**src/hw/lsu_defines.svh**
```systemverilog
`ifndef LSU_DEFINES_SVH
`define LSU_DEFINES_SVH

// ==============================
// lsu widths
// ==============================
`define LSU_XLEN 32  // data and address width
`define LSU_TAG_W 4  // issuer tag width

// ==============================
// rv32 major opcodes
// ==============================
`define LSU_OP_LOAD 7'b0000011
`define LSU_OP_STORE 7'b0100011

`endif

```
**src/hw/lsu_pkg.sv**
```systemverilog
`include "lsu_defines.svh"

package lsu_pkg;

    // ==============================
    // instruction word, two decodings
    // ==============================
    typedef struct packed {
        logic [11:0] imm;     // full 12-bit offset
        logic [4:0] rs1;
        logic [2:0] funct3;
        logic [4:0] rd;
        logic [6:0] opcode;
    } ls_i_view_t;

    typedef struct packed {
        logic [6:0] imm_hi;   // offset bits 11:5
        logic [4:0] rs2;
        logic [4:0] rs1;
        logic [2:0] funct3;
        logic [4:0] imm_lo;   // offset bits 4:0
        logic [6:0] opcode;
    } ls_s_view_t;

    typedef union packed {
        ls_i_view_t i_view;   // loads
        ls_s_view_t s_view;   // stores
    } lsu_instr_u;

    // funct3[1:0]
    typedef enum logic [1:0] {
        LS_BYTE = 2'b00,
        LS_HALF = 2'b01,
        LS_WORD = 2'b10
    } ls_width_t;

    // ==============================
    // request and load side info
    // ==============================
    typedef struct packed {
        logic [`LSU_XLEN-1:0] addr;     // byte address, low bits kept for align
        logic [3:0] be;
        logic [`LSU_XLEN-1:0] data_in;  // lane replicated store data
        logic load;
        logic store;
        ls_width_t width;
        logic is_unsigned;
        logic [`LSU_TAG_W-1:0] tag;
    } ls_request_t;

    typedef struct packed {
        logic [1:0] offset;   // byte lane of the load
        ls_width_t width;
        logic is_unsigned;
        logic [`LSU_TAG_W-1:0] tag;
    } ls_load_info_t;

endpackage

```
**src/hw/lsu_ifs.sv**
```systemverilog
`timescale 1ns/100ps
`include "lsu_defines.svh"

// ==============================
// avalon-mm, single transfers
// ==============================
interface avalon_if ();
    logic [`LSU_XLEN-1:0] addr;       // word aligned
    logic [3:0] byteenable;
    logic [`LSU_XLEN-1:0] writedata;
    logic read;
    logic write;
    logic [`LSU_XLEN-1:0] readdata;   // valid in completing read cycle
    logic waitrequest;                // stall, transfer done when low

    modport master (
        output addr, byteenable, writedata, read, write,
        input readdata, waitrequest
    );

    modport slave (
        input addr, byteenable, writedata, read, write,
        output readdata, waitrequest
    );
endinterface

// ==============================
// decode to bus sub-unit
// ==============================
interface ls_sub_unit_if import lsu_pkg::*; ();
    ls_request_t request;   // stable while new_request is high
    logic new_request;      // one cycle strobe, only when ready
    logic ready;            // level, sub-unit idle
    logic data_valid;       // one cycle pulse on read completion

    // bus side
    modport sub_unit (
        input request, new_request,
        output ready, data_valid
    );

    // decode side
    modport issuer (
        output request, new_request,
        input ready, data_valid
    );
endinterface

```
**src/hw/ls_decode.sv**
```systemverilog
`timescale 1ns/100ps
`include "lsu_defines.svh"

module ls_decode import lsu_pkg::*; (
    input logic clk,
    input logic rst,
    input logic issue_valid,
    output logic issue_ready,
    input lsu_instr_u instr,
    input logic [`LSU_XLEN-1:0] rs1_value,
    input logic [`LSU_XLEN-1:0] rs2_value,
    input logic [`LSU_TAG_W-1:0] issue_tag,
    ls_sub_unit_if.issuer ls
);

    logic is_load;
    logic is_store;
    logic [`LSU_XLEN-1:0] imm;       // sign extended offset
    ls_request_t next_req;
    ls_request_t held;               // single request holder
    logic held_valid;
    logic accept;

    // ==============================
    // decode
    // ==============================
    assign is_load = (instr.i_view.opcode == `LSU_OP_LOAD);
    assign is_store = (instr.s_view.opcode == `LSU_OP_STORE);

    always_comb begin
        // split offset for stores, contiguous for loads
        if (is_store)
            imm = {{20{instr.s_view.imm_hi[6]}}, instr.s_view.imm_hi, instr.s_view.imm_lo};
        else
            imm = {{20{instr.i_view.imm[11]}}, instr.i_view.imm};

        next_req.addr = rs1_value + imm;
        next_req.load = is_load;
        next_req.store = is_store;
        next_req.width = ls_width_t'(instr.i_view.funct3[1:0]);
        next_req.is_unsigned = instr.i_view.funct3[2];  // LBU/LHU
        next_req.tag = issue_tag;

        // lanes from width and low address bits
        case (next_req.width)
            LS_BYTE: begin
                next_req.be = 4'b0001 << next_req.addr[1:0];
                next_req.data_in = {4{rs2_value[7:0]}};
            end
            LS_HALF: begin
                next_req.be = next_req.addr[1] ? 4'b1100 : 4'b0011;
                next_req.data_in = {2{rs2_value[15:0]}};
            end
            default: begin
                next_req.be = 4'b1111;    // word
                next_req.data_in = rs2_value;
            end
        endcase
    end

    // ==============================
    // request holder
    // ==============================
    assign ls.new_request = held_valid & ls.ready;    // drains when bus idle
    assign issue_ready = ~held_valid | ls.ready;       // empty or draining now
    assign accept = issue_valid & issue_ready;
    assign ls.request = held;

    always_ff @(posedge clk) begin
        if (rst)
            held_valid <= 1'b0;
        else if (accept)
            held_valid <= 1'b1;   // refill wins over drain
        else if (ls.new_request)
            held_valid <= 1'b0;
    end

    always_ff @(posedge clk) begin
        if (accept)
            held <= next_req;
    end

endmodule

```
**src/hw/avalon_master.sv**
```systemverilog
`timescale 1ns/100ps
`include "lsu_defines.svh"

module avalon_master import lsu_pkg::*; (
    input logic clk,
    input logic rst,
    avalon_if.master m_avalon,
    output logic [31:0] data_out,
    ls_sub_unit_if.sub_unit ls,
    output ls_load_info_t load_info
);

    logic xfer_done;    // completing cycle of either transfer
    logic read_done;

    assign xfer_done = (m_avalon.read | m_avalon.write) & ~m_avalon.waitrequest;
    assign read_done = m_avalon.read & ~m_avalon.waitrequest;

    // ==============================
    // request capture
    // ==============================
    always_ff @(posedge clk) begin
        if (ls.new_request) begin
            m_avalon.addr <= {ls.request.addr[`LSU_XLEN-1:2], 2'b00};  // drop low bits
            m_avalon.byteenable <= ls.request.be;
            m_avalon.writedata <= ls.request.data_in;
            // travels to the align stage
            load_info.offset <= ls.request.addr[1:0];
            load_info.width <= ls.request.width;
            load_info.is_unsigned <= ls.request.is_unsigned;
            load_info.tag <= ls.request.tag;
        end
    end

    // ==============================
    // control
    // ==============================
    always_ff @(posedge clk) begin
        if (rst) begin
            ls.ready <= 1'b1;
            m_avalon.read <= 1'b0;
            m_avalon.write <= 1'b0;
            ls.data_valid <= 1'b0;
        end else begin
            if (ls.new_request)
                ls.ready <= 1'b0;
            else if (xfer_done)
                ls.ready <= 1'b1;   // idle again after completion

            if (ls.new_request)
                m_avalon.read <= ls.request.load;
            else if (~m_avalon.waitrequest)
                m_avalon.read <= 1'b0;

            if (ls.new_request)
                m_avalon.write <= ls.request.store;
            else if (~m_avalon.waitrequest)
                m_avalon.write <= 1'b0;

            ls.data_valid <= read_done;  // one cycle pulse
        end
    end

    always_ff @(posedge clk) begin
        if (read_done)
            data_out <= m_avalon.readdata;
    end

endmodule

```
**src/hw/ls_load_align.sv**
```systemverilog
`timescale 1ns/100ps
`include "lsu_defines.svh"

module ls_load_align import lsu_pkg::*; (
    input logic clk,
    input logic rst,
    input logic data_valid,
    input logic [31:0] data_in,
    input ls_load_info_t info,
    output logic load_valid,
    output logic [`LSU_TAG_W-1:0] load_tag,
    output logic [31:0] load_data
);

    logic [31:0] shifted;   // addressed lane moved to bit 0
    logic [31:0] result;
    logic sign_b;
    logic sign_h;

    // ==============================
    // select and extend
    // ==============================
    assign shifted = data_in >> {info.offset, 3'b000};
    assign sign_b = shifted[7] & ~info.is_unsigned;
    assign sign_h = shifted[15] & ~info.is_unsigned;

    always_comb begin
        case (info.width)
            LS_BYTE: result = {{24{sign_b}}, shifted[7:0]};
            LS_HALF: result = {{16{sign_h}}, shifted[15:0]};
            default: result = shifted;    // word, offset is 0
        endcase
    end

    // ==============================
    // result register
    // ==============================
    always_ff @(posedge clk) begin
        if (rst)
            load_valid <= 1'b0;
        else
            load_valid <= data_valid;   // no back-pressure on results
    end

    always_ff @(posedge clk) begin
        if (data_valid) begin
            load_tag <= info.tag;
            load_data <= result;
        end
    end

endmodule

```
**src/hw/lsu_avalon_top.sv**
```systemverilog
`timescale 1ns/100ps
`include "lsu_defines.svh"

module lsu_avalon_top import lsu_pkg::*; (
    input logic clk,
    input logic rst,
    // issue side
    input logic issue_valid,
    output logic issue_ready,
    input logic [31:0] instr,
    input logic [`LSU_XLEN-1:0] rs1_value,
    input logic [`LSU_XLEN-1:0] rs2_value,
    input logic [`LSU_TAG_W-1:0] issue_tag,
    // avalon master
    output logic [`LSU_XLEN-1:0] avm_addr,
    output logic [3:0] avm_byteenable,
    output logic [`LSU_XLEN-1:0] avm_writedata,
    output logic avm_read,
    output logic avm_write,
    input logic [`LSU_XLEN-1:0] avm_readdata,
    input logic avm_waitrequest,
    // load results
    output logic load_valid,
    output logic [`LSU_TAG_W-1:0] load_tag,
    output logic [31:0] load_data
);

    ls_sub_unit_if ls_if ();
    avalon_if av_bus ();

    logic [31:0] bus_data;       // captured readdata
    ls_load_info_t load_info;

    // ==============================
    // bus pins
    // ==============================
    assign avm_addr = av_bus.addr;
    assign avm_byteenable = av_bus.byteenable;
    assign avm_writedata = av_bus.writedata;
    assign avm_read = av_bus.read;
    assign avm_write = av_bus.write;
    assign av_bus.readdata = avm_readdata;
    assign av_bus.waitrequest = avm_waitrequest;

    // ==============================
    // stages
    // ==============================
    ls_decode i_ls_decode (
        .clk(clk), .rst(rst),
        .issue_valid(issue_valid), .issue_ready(issue_ready),
        .instr(instr),
        .rs1_value(rs1_value), .rs2_value(rs2_value),
        .issue_tag(issue_tag),
        .ls(ls_if.issuer)
    );

    avalon_master i_avalon_master (
        .clk(clk), .rst(rst),
        .m_avalon(av_bus.master),
        .data_out(bus_data),
        .ls(ls_if.sub_unit),
        .load_info(load_info)
    );

    ls_load_align i_ls_load_align (
        .clk(clk), .rst(rst),
        .data_valid(ls_if.data_valid),
        .data_in(bus_data),
        .info(load_info),
        .load_valid(load_valid), .load_tag(load_tag), .load_data(load_data)
    );

endmodule

```
**config.mk**
```make
export PLATFORM = sky130hd
export DESIGN_NAME = lsu_avalon_top
export DESIGN_NICKNAME = d
export VERILOG_FILES = /design/src/hw/lsu_pkg.sv /design/src/hw/lsu_ifs.sv /design/src/hw/ls_decode.sv /design/src/hw/avalon_master.sv /design/src/hw/ls_load_align.sv /design/src/hw/lsu_avalon_top.sv
export VERILOG_INCLUDE_DIRS = /design/src /design/src/hw
export SDC_FILE = /design/constraint.sdc
export NUM_CORES = 1
export LEC_CHECK = 0
export BUFFER_PORTS_ARGS = -buffer_cell sky130_fd_sc_hd__buf_2
export CELL_PAD_IN_SITES_DETAIL_PLACEMENT = 1
export CELL_PAD_IN_SITES_GLOBAL_PLACEMENT = 1
export CORE_UTILIZATION = 39
export DETAILED_ROUTE_END_ITERATION = 6
export GPL_TIMING_DRIVEN = 0
export PLACE_DENSITY = 0.83
export SETUP_SLACK_MARGIN = 0.4
export SLEW_MARGIN = 40
export SYNTH_ARGS = -nofsm -noshare
export SYNTH_HDL_FRONTEND = slang
export SYNTH_SLANG_ARGS = --single-unit
export TNS_END_PERCENT = 30
```
**constraint.sdc**
```tcl
create_clock -name clk -period 2.9 [get_ports clk]
set_clock_uncertainty 0.15 [all_clocks]
set_input_delay 0.29 -clock clk [delete_from_list [all_inputs] [get_ports clk]]
set_output_delay 0.29 -clock clk [all_outputs]
set_load 0.005 [all_outputs]
```
==> impl_results.md, run 1 <==
* Worst setup EP type: flip-flop
* Synth Instances at 661
* Pre-CTS setup slack at -687 ps
* RR Endpoint: i_ls_load_align.load_data[22]
* WS Path Type: primary input to flip-flop
* Worst VDD drop at 0.371 mV
* Distinct cells, synth at 63
* Mapped Area at 9650 um^2
* IO Pins at 244
* Placeable Area at 24300 um^2
* Most frequent cells in the layout: buf_2, edfxtp_1, dlygate4sd3_1
* Min-delay src: rs2_value[30]
* CTS tree: yes
* Final hold vios at 0
* Crit path DAT at 3100 ps
* Syn. warnings at 0
* Final Setup Violations at 4
* Logic pwr share at 13.4%
* Max clock buf depth at 3
* Total number of vias at 6907
* DIE AREA at 25400 um^2
* Chip Height at 159 um
* Sequential-to-total area share from yosys stat at 69.7%
* Max cap viols at 0
* CTS root buffer: clkbuf_16
* Worst reg2reg path depth at 7
* Failing checks: setup timing
* Post-route ant nets at 0
* Cts bufs inserted at 23
* Worst setup SP type: primary input
* Port Buffers at 236
* H-tree levels at 1
* Period utilization at 103%
* Fmax at 334 MHz
* CP required at 3000 ps
* Flops & latches, synth at 226
* Cell internal pwr at 0.00595 W
* Mapped Avg Cell Area at 14.6 um^2
* Commonest non-fill, non-tap cell in the layout: buf_2
* Status: complete, but fails checks
* Final min period at 3000 ps
* Reg power frac at 49.9%
* Setup_tns at -264 ps
* Ys flop type: edfxtp_1
* Hold Path Stages at 3
* Part of the power in the clock network at 36.7%
* Finished Cell Area at 13200 um^2
* Drt first pass iters at 4
* Slew Viols, Final at 0
* Min-Delay Endpoint: i_ls_decode.ls.request[39]
* Die width at 159 um
* Clk Latency, worst-skew pair at 510 ps
* Iteration-0 DRC Markers at 344
* Final Net Count at 1187
* Crit path from: instr[3]
* Routability congestion estimate at 0.838
* Worst hold path class: primary input to flip-flop
* Leakage power at 5.26 nW
* Clock sink count at 226
* Initial Util at 39.7%
* Net Switching at 0.00185 W
* Routed len/inst at 20.3 um
* Share of layout cells above drive strength 1 at 35.8%
* Worst rel slew slack at 46.8%
* PnR Total Power at 0.00780 W
* First-pass GRT wire length at 41.6 mm
* Cell area after placement at 11400 um^2
* Area growth syn-to-layout at 37.3%
* WL final at 27.6 mm
* Vias in the first global route at 7495
* EDFF count, synth at 220
* Reg2Reg Launch Point: i_avalon_master.load_info[8]
* DP Wirelength at 17.6 mm
* Site row count at 57
* Register clock-pin slew on the reported worst setup and hold paths at 60 ps
* Vias per cell at 5.07
* Asr flop ratio synth at 0%
* Reg2Reg Setup Slack at 620 ps
* Final setup margin at -98.3 ps
* Drc violations at 0
* Pwr/cell area at 589 nW/um^2
* All-Layer GR Usage at 21.3%
* Largest net degree at the start of global routing at 46
* Worst-path maximum fanout at 4
* # fillers at 2458
* Worst-Margin Slew at 798 ps
* RSZ-0062 raised after global routing: yes
* Net Sw Frac at 23.7%
* Antenna violations before repair at 2
* Post-layout util at 54.5%
* Gr ovfl total at 0
## synth_stat cells, drive strengths merged (2+ instances only)
cell type	count	share of area (%)
edfxtp	220	68
nand2	67	2.6
a21oi	44	2.4
o21ai	42	2.3
ha	31	4.0
nor2	30	1.2
mux2i	25	2.6
xnor2	19	1.7
a21o	18	1.4
mux2	16	1.9
nor2b	16	1.0
clkbuf	12	0.49
a211oi	11	0.91
nand3	11	0.57
xor2	10	0.91
inv	9	0.35
buf	7	0.38
dfxtp	6	1.2
nand2b	6	0.39
and2	5	0.32
nor3	5	0.26
o211ai	5	0.39
o21bai	5	0.43
a31oi	3	0.26
nand4	3	0.19
a211o	2	0.18
a21boi	2	0.16
a221o	2	0.21
a221oi	2	0.25
a31o	2	0.18
and3	2	0.13
and4	2	0.21
nor4	2	0.13
o21a	2	0.16
or4	2	0.19
## cells by family after synthesis
family          synth area share (%)
other cells                   0.0389
simple gates                    7.52
mux                             4.46
buf+inv                         1.22
compound gates                  10.2
flops                           69.7
xor+xnor                        2.63
fa+ha+maj                       4.23
## metal layers
layer  up-vias  GRT usage, %  part of all wire, %
li1       3232             -                    -
met1      3378          22.9                   37
met5         -             0                    0
met3        65          2.42                  3.7
met4         0          9.40                  3.8
met2       232          41.6                   55
## registers in the layout (all words and copies together) (netlist names), 4 cells and up
signal / count
i_ls_load_align.load_tag: 4
i_avalon_master.m_avalon.addr: 30
i_avalon_master.load_info: 9
i_avalon_master.m_avalon.writedata: 32
i_ls_load_align.load_data: 32
i_ls_decode.ls.request: 77
i_avalon_master.m_avalon.byteenable: 4
i_avalon_master.data_out: 32
## how the worst max path moves through the flow
| stage | end | slack (ps) | cells past startpoint |
|---|---|---|---|
| after CTS | i_ls_decode.ls.request[71] | -80 | 15 |
| after global placement | i_ls_decode.ls.request[75] | -640 | 15 |
| after floorplan | i_ls_decode.ls.request[71] | -180 | 14 |
| after detailed placement | i_ls_decode.ls.request[71] | -690 | 15 |
| final | i_ls_decode.ls.request[71] | -100 | 15 |
| after global routing | i_ls_decode.ls.request[71] | -160 | 15 |
## metrics by stage
stage / instances / hold slack, ps
6_report: 1361 / 19.3
5_1_grt: 1361 / 29.8
4_1_cts: 1353 / 7.94
3_5_place_dp: 1226 / 255
3_3_place_gp: 1222 / 250
2_1_floorplan: 662 / 209
## critical path: stages
cell and delay, ps:
buf_6 90, nor4_2 240, and3_1 210, nand2_2 110
nand2_2 90, nand2_2 70, ha_4 170, fa_2 370
a21oi_2 190, o211ai_1 180, a32o_2 320, o211a_4 260
or2_4 270, a21oi_4 150, xnor2_1 80
## layout make-up
cell class,count,area [um^2],area share (%)
sequential,226,6730,50.8
clock inverter,14,123,0.926
buffer,19,90.1,0.680
multi-input combinational,408,3070,23.2
timing repair buffer,332,2190,16.5
inverter,9,46.3,0.349
tap,324,405,3.06
clock buffer,27,591,4.46
antenna,2,5.00,0.0378
## power by group through the flow
stage                     Combinational, W  Sequential (W)  Clock, W
after floorplan                   0.000506         0.00395         0
after global placement            0.000805         0.00395         0
final                              0.00105         0.00390   0.00286
after global routing               0.00113         0.00391   0.00301
after CTS                         0.000999         0.00389   0.00288
after detailed placement          0.000856         0.00396         0
## repair_timing
action / 4_1_cts / 5_1_grt
hold buffers: 74 / 1
buffers inserted: 12 / 5
endpoints found under the hold margin: 77 / 1
gates cloned: 0 / 0
pin swaps: 40 / 21
endpoints found under the setup margin: 25 / 35
gates resized for setup: 41 / 22
(Power assumes the default switching activity.)
==> inputs of run 2 (changes only) <==
==> constraint.sdc (replaced) <==
create_clock -name clk -period 2.74 [get_ports clk]
set_clock_uncertainty 0.15 [all_clocks]
set_input_delay 0.274 -clock clk [delete_from_list [all_inputs] [get_ports clk]]
set_output_delay 0.274 -clock clk [all_outputs]
set_load 0.005 [all_outputs]
==> run 2 against run 1 <==
The flow still finishes with violations (setup timing). Largest cell class unchanged. Critical path depth did not move. Clock power grew 12%. Via count grew 1.5%. Critical path type unchanged. Largest power group unchanged. Non-clock buffer count shrank 3.
==> impl_results.md, run 2 (same netlist as run 1, synthesis figures left out) <==
* Status: complete, but fails checks
* Failing checks: setup timing
* Post-route ant nets at 0 (unchanged)
* Clk Latency, worst-skew pair at 510 ps (about the same)
* Pwr/cell area at 633 nW/um^2 (+7.4%)
* Share of layout cells above drive strength 1 at 36.6% (+0.78 points)
* Post-layout util at 54.9% (+0.45 points)
* Finished Cell Area at 13400 um^2 (+0.83%)
* Pre-CTS setup slack at -896 ps (-209 ps)
* Leakage power at 5.26 nW (about the same)
* Initial Util at 39.7% (unchanged)
* Slew Viols, Final at 0 (unchanged)
* Antenna violations before repair at 2 (unchanged)
* Cts bufs inserted at 24 (+4.3%)
* Max cap viols at 0 (unchanged)
* Worst setup EP type: flip-flop
* Site row count at 57 (unchanged)
* CP required at 2850 ps (-150 ps)
* Final min period at 3000 ps
* Port Buffers at 236 (unchanged)
* Crit path to: i_ls_decode.ls.request[71]
* Routed len/inst at 21.1 um (+3.8%)
* Placeable Area at 24300 um^2 (unchanged)
* All-Layer GR Usage at 22.1% (+0.75 points)
* Routability congestion estimate at 0.883 (+5.3%)
* Largest net degree at the start of global routing at 45 (-2.2%)
* Crit path DAT at 3110 ps (about the same)
* RSZ-0062 raised after global routing: yes
* First-pass GRT wire length at 43.2 mm (+3.6%)
* Period utilization at 110%
* Worst reg2reg path depth at 6 (-1)
* Chip Height at 159 um (unchanged)
* Final Net Count at 1185 (-0.17%)
* CTS tree: yes
* Commonest non-fill, non-tap cell in the layout: buf_2
* Gr ovfl total at 0 (unchanged)
* WL final at 28.6 mm (+3.6%)
* Area growth syn-to-layout at 38.4%
* Clock sink count at 226 (unchanged)
* Hold Slack at 39.8 ps (+20.4 ps)
* RR Endpoint: i_ls_load_align.load_data[23]
* Fmax at 333 MHz
* Max clock buf depth at 3 (unchanged)
* DP Wirelength at 18.0 mm (+2.5%)
* WS Path Type: primary input to flip-flop
* CP Cell Sequence: buf_8 -> nor4_4 -> and3_4 -> nand2_8 -> nand2_4 -> nand2_4 -> ha_4 -> fa_2 -> a21oi_4 -> o211ai_1 -> a32o_2 -> o211a_1 -> or2_4 -> a21oi_4 -> xnor2_1
* Register clock-pin slew on the reported worst setup and hold paths at 60 ps (about the same)
* Most frequent cells in the layout: buf_2, edfxtp_1, dlygate4sd3_1
* Vias in the first global route at 7636 (+1.9%)
* H-tree levels at 1 (unchanged)
* Crit path from: instr[2]
* Critical Path Max Stage Delay at 420 ps (+50 ps)
* Die width at 159 um (unchanged)
* Iteration-0 DRC Markers at 287 (-17%)
* Final Setup Violations at 14 (+10)
* Drt first pass iters at 4 (unchanged)
* # fillers at 2463 (+0.20%)
* Worst-path maximum fanout at 5 (+1)
* Drc violations at 0 (unchanged)
* Max FFs per register at 77 (unchanged)
* Vias per cell at 5.16 (+1.8%)
* Worst-Margin Slew at 758 ps (-40.1 ps)
* CTS root buffer: clkbuf_16
* Slowest cell on crit path: fa_2
* Total number of vias at 7013 (+1.5%)
* Final setup margin at -263 ps (-164 ps)
* IO Pins at 244 (unchanged)
* Area of the multi-input gates at 3150 um^2 (+2.6%)
* Worst hold path class: primary input to flip-flop
* Worst rel slew slack at 49.5% (+2.7 points)
* Worst setup SP type: primary input
* DIE AREA at 25400 um^2 (unchanged)
* Sequential cell area at 6730 um^2 (unchanged)
* Worst VDD drop at 0.443 mV (+19%)
* Cell area after placement at 11400 um^2 (about the same)
* Final hold vios at 0 (unchanged)
* Reg2Reg Setup Slack at 590 ps (-30 ps)
* Setup_tns at -1600 ps (-1340 ps)
* Reg2Reg Launch Point: i_avalon_master.load_info[8]
==> run 2: changes by cell type in the layout (fill, tap and decap cells not counted), sizes merged <==
cell         change
clkbuf           +2
inv              -1
buf              -5
dlygate4sd3      +1
clkinv           -4
clkinvlp         +4
==> run 2: per-stage QoR <==
step	cells	total power, W
floorplan	662	0.00472
global placement	1222	0.00504
detailed placement	1226	0.00510
CTS	1347	0.00836
global route	1357	0.00873
finish	1358	0.00845
==> run 2: how the worst min path moves through the flow <==
stage / startpoint / end / slack [ps] / cells after the start
after floorplan: rst / i_avalon_master.m_avalon.read / 190 / 1
after global placement: i_ls_decode.ls.request[19] / i_avalon_master.m_avalon.writedata[10] / 250 / 0
after detailed placement: i_ls_decode.ls.request[70] / i_avalon_master.m_avalon.addr[25] / 260 / 0
after CTS: rs1_value[0] / i_ls_decode.ls.request[45] / 20 / 2
after global routing: instr[5] / i_ls_decode.ls.request[7] / 40 / 3
final: rs1_value[31] / i_ls_decode.ls.request[76] / 40 / 3
==> run 2: final cells by class <==
cell class / instances / share of cell area [%]
flip-flops and latches: 226 / 50.4
multi-input cells: 408 / 23.6
repair buffers: 329 / 16.2
clock buffers: 28 / 4.77
well taps: 324 / 3.04
clock inverters: 13 / 0.974
plain buffers: 19 / 0.693
inverters: 9 / 0.309
diodes: 2 / 0.0375
==> run 2: power by group <==
part / switching (W) / leakage, nW / internal [W]
clock network: 0.00134 / 0.361 / 0.00185
registers: 0.0000676 / 2.12 / 0.00406
logic: 0.000617 / 2.78 / 0.000515
total: 0.00202 / 5.26 / 0.00643
==> run 2: critical path: cells and delay by family <==
family                     cells  cell delay, ps
xor gates and xnor gates       1              80
adders and majority gates      2             580
buffers and inverters          1             100
and+or+nand+nor                6            1020
AOI/OAI and AO/OA              5            1040
==> run 2: what timing repair did <==
item                                    4_1_cts  5_1_grt
buffers inserted                              5        8
pin swaps                                    17       26
gates resized for setup                      14       60
hold endpoints to repair                     78        1
hold buffers                                 75        1
endpoints found under the setup margin       28       39
==> run 2: per-layer routing <==
| layer | wire (um) | GRT usage (%) |
|---|---|---|
| met5 | 16 | 0 |
| met4 | 1200 | 9.27 |
| met3 | 1150 | 2.79 |
| met2 | 16000 | 42.9 |
| met1 | 10300 | 23.9 |
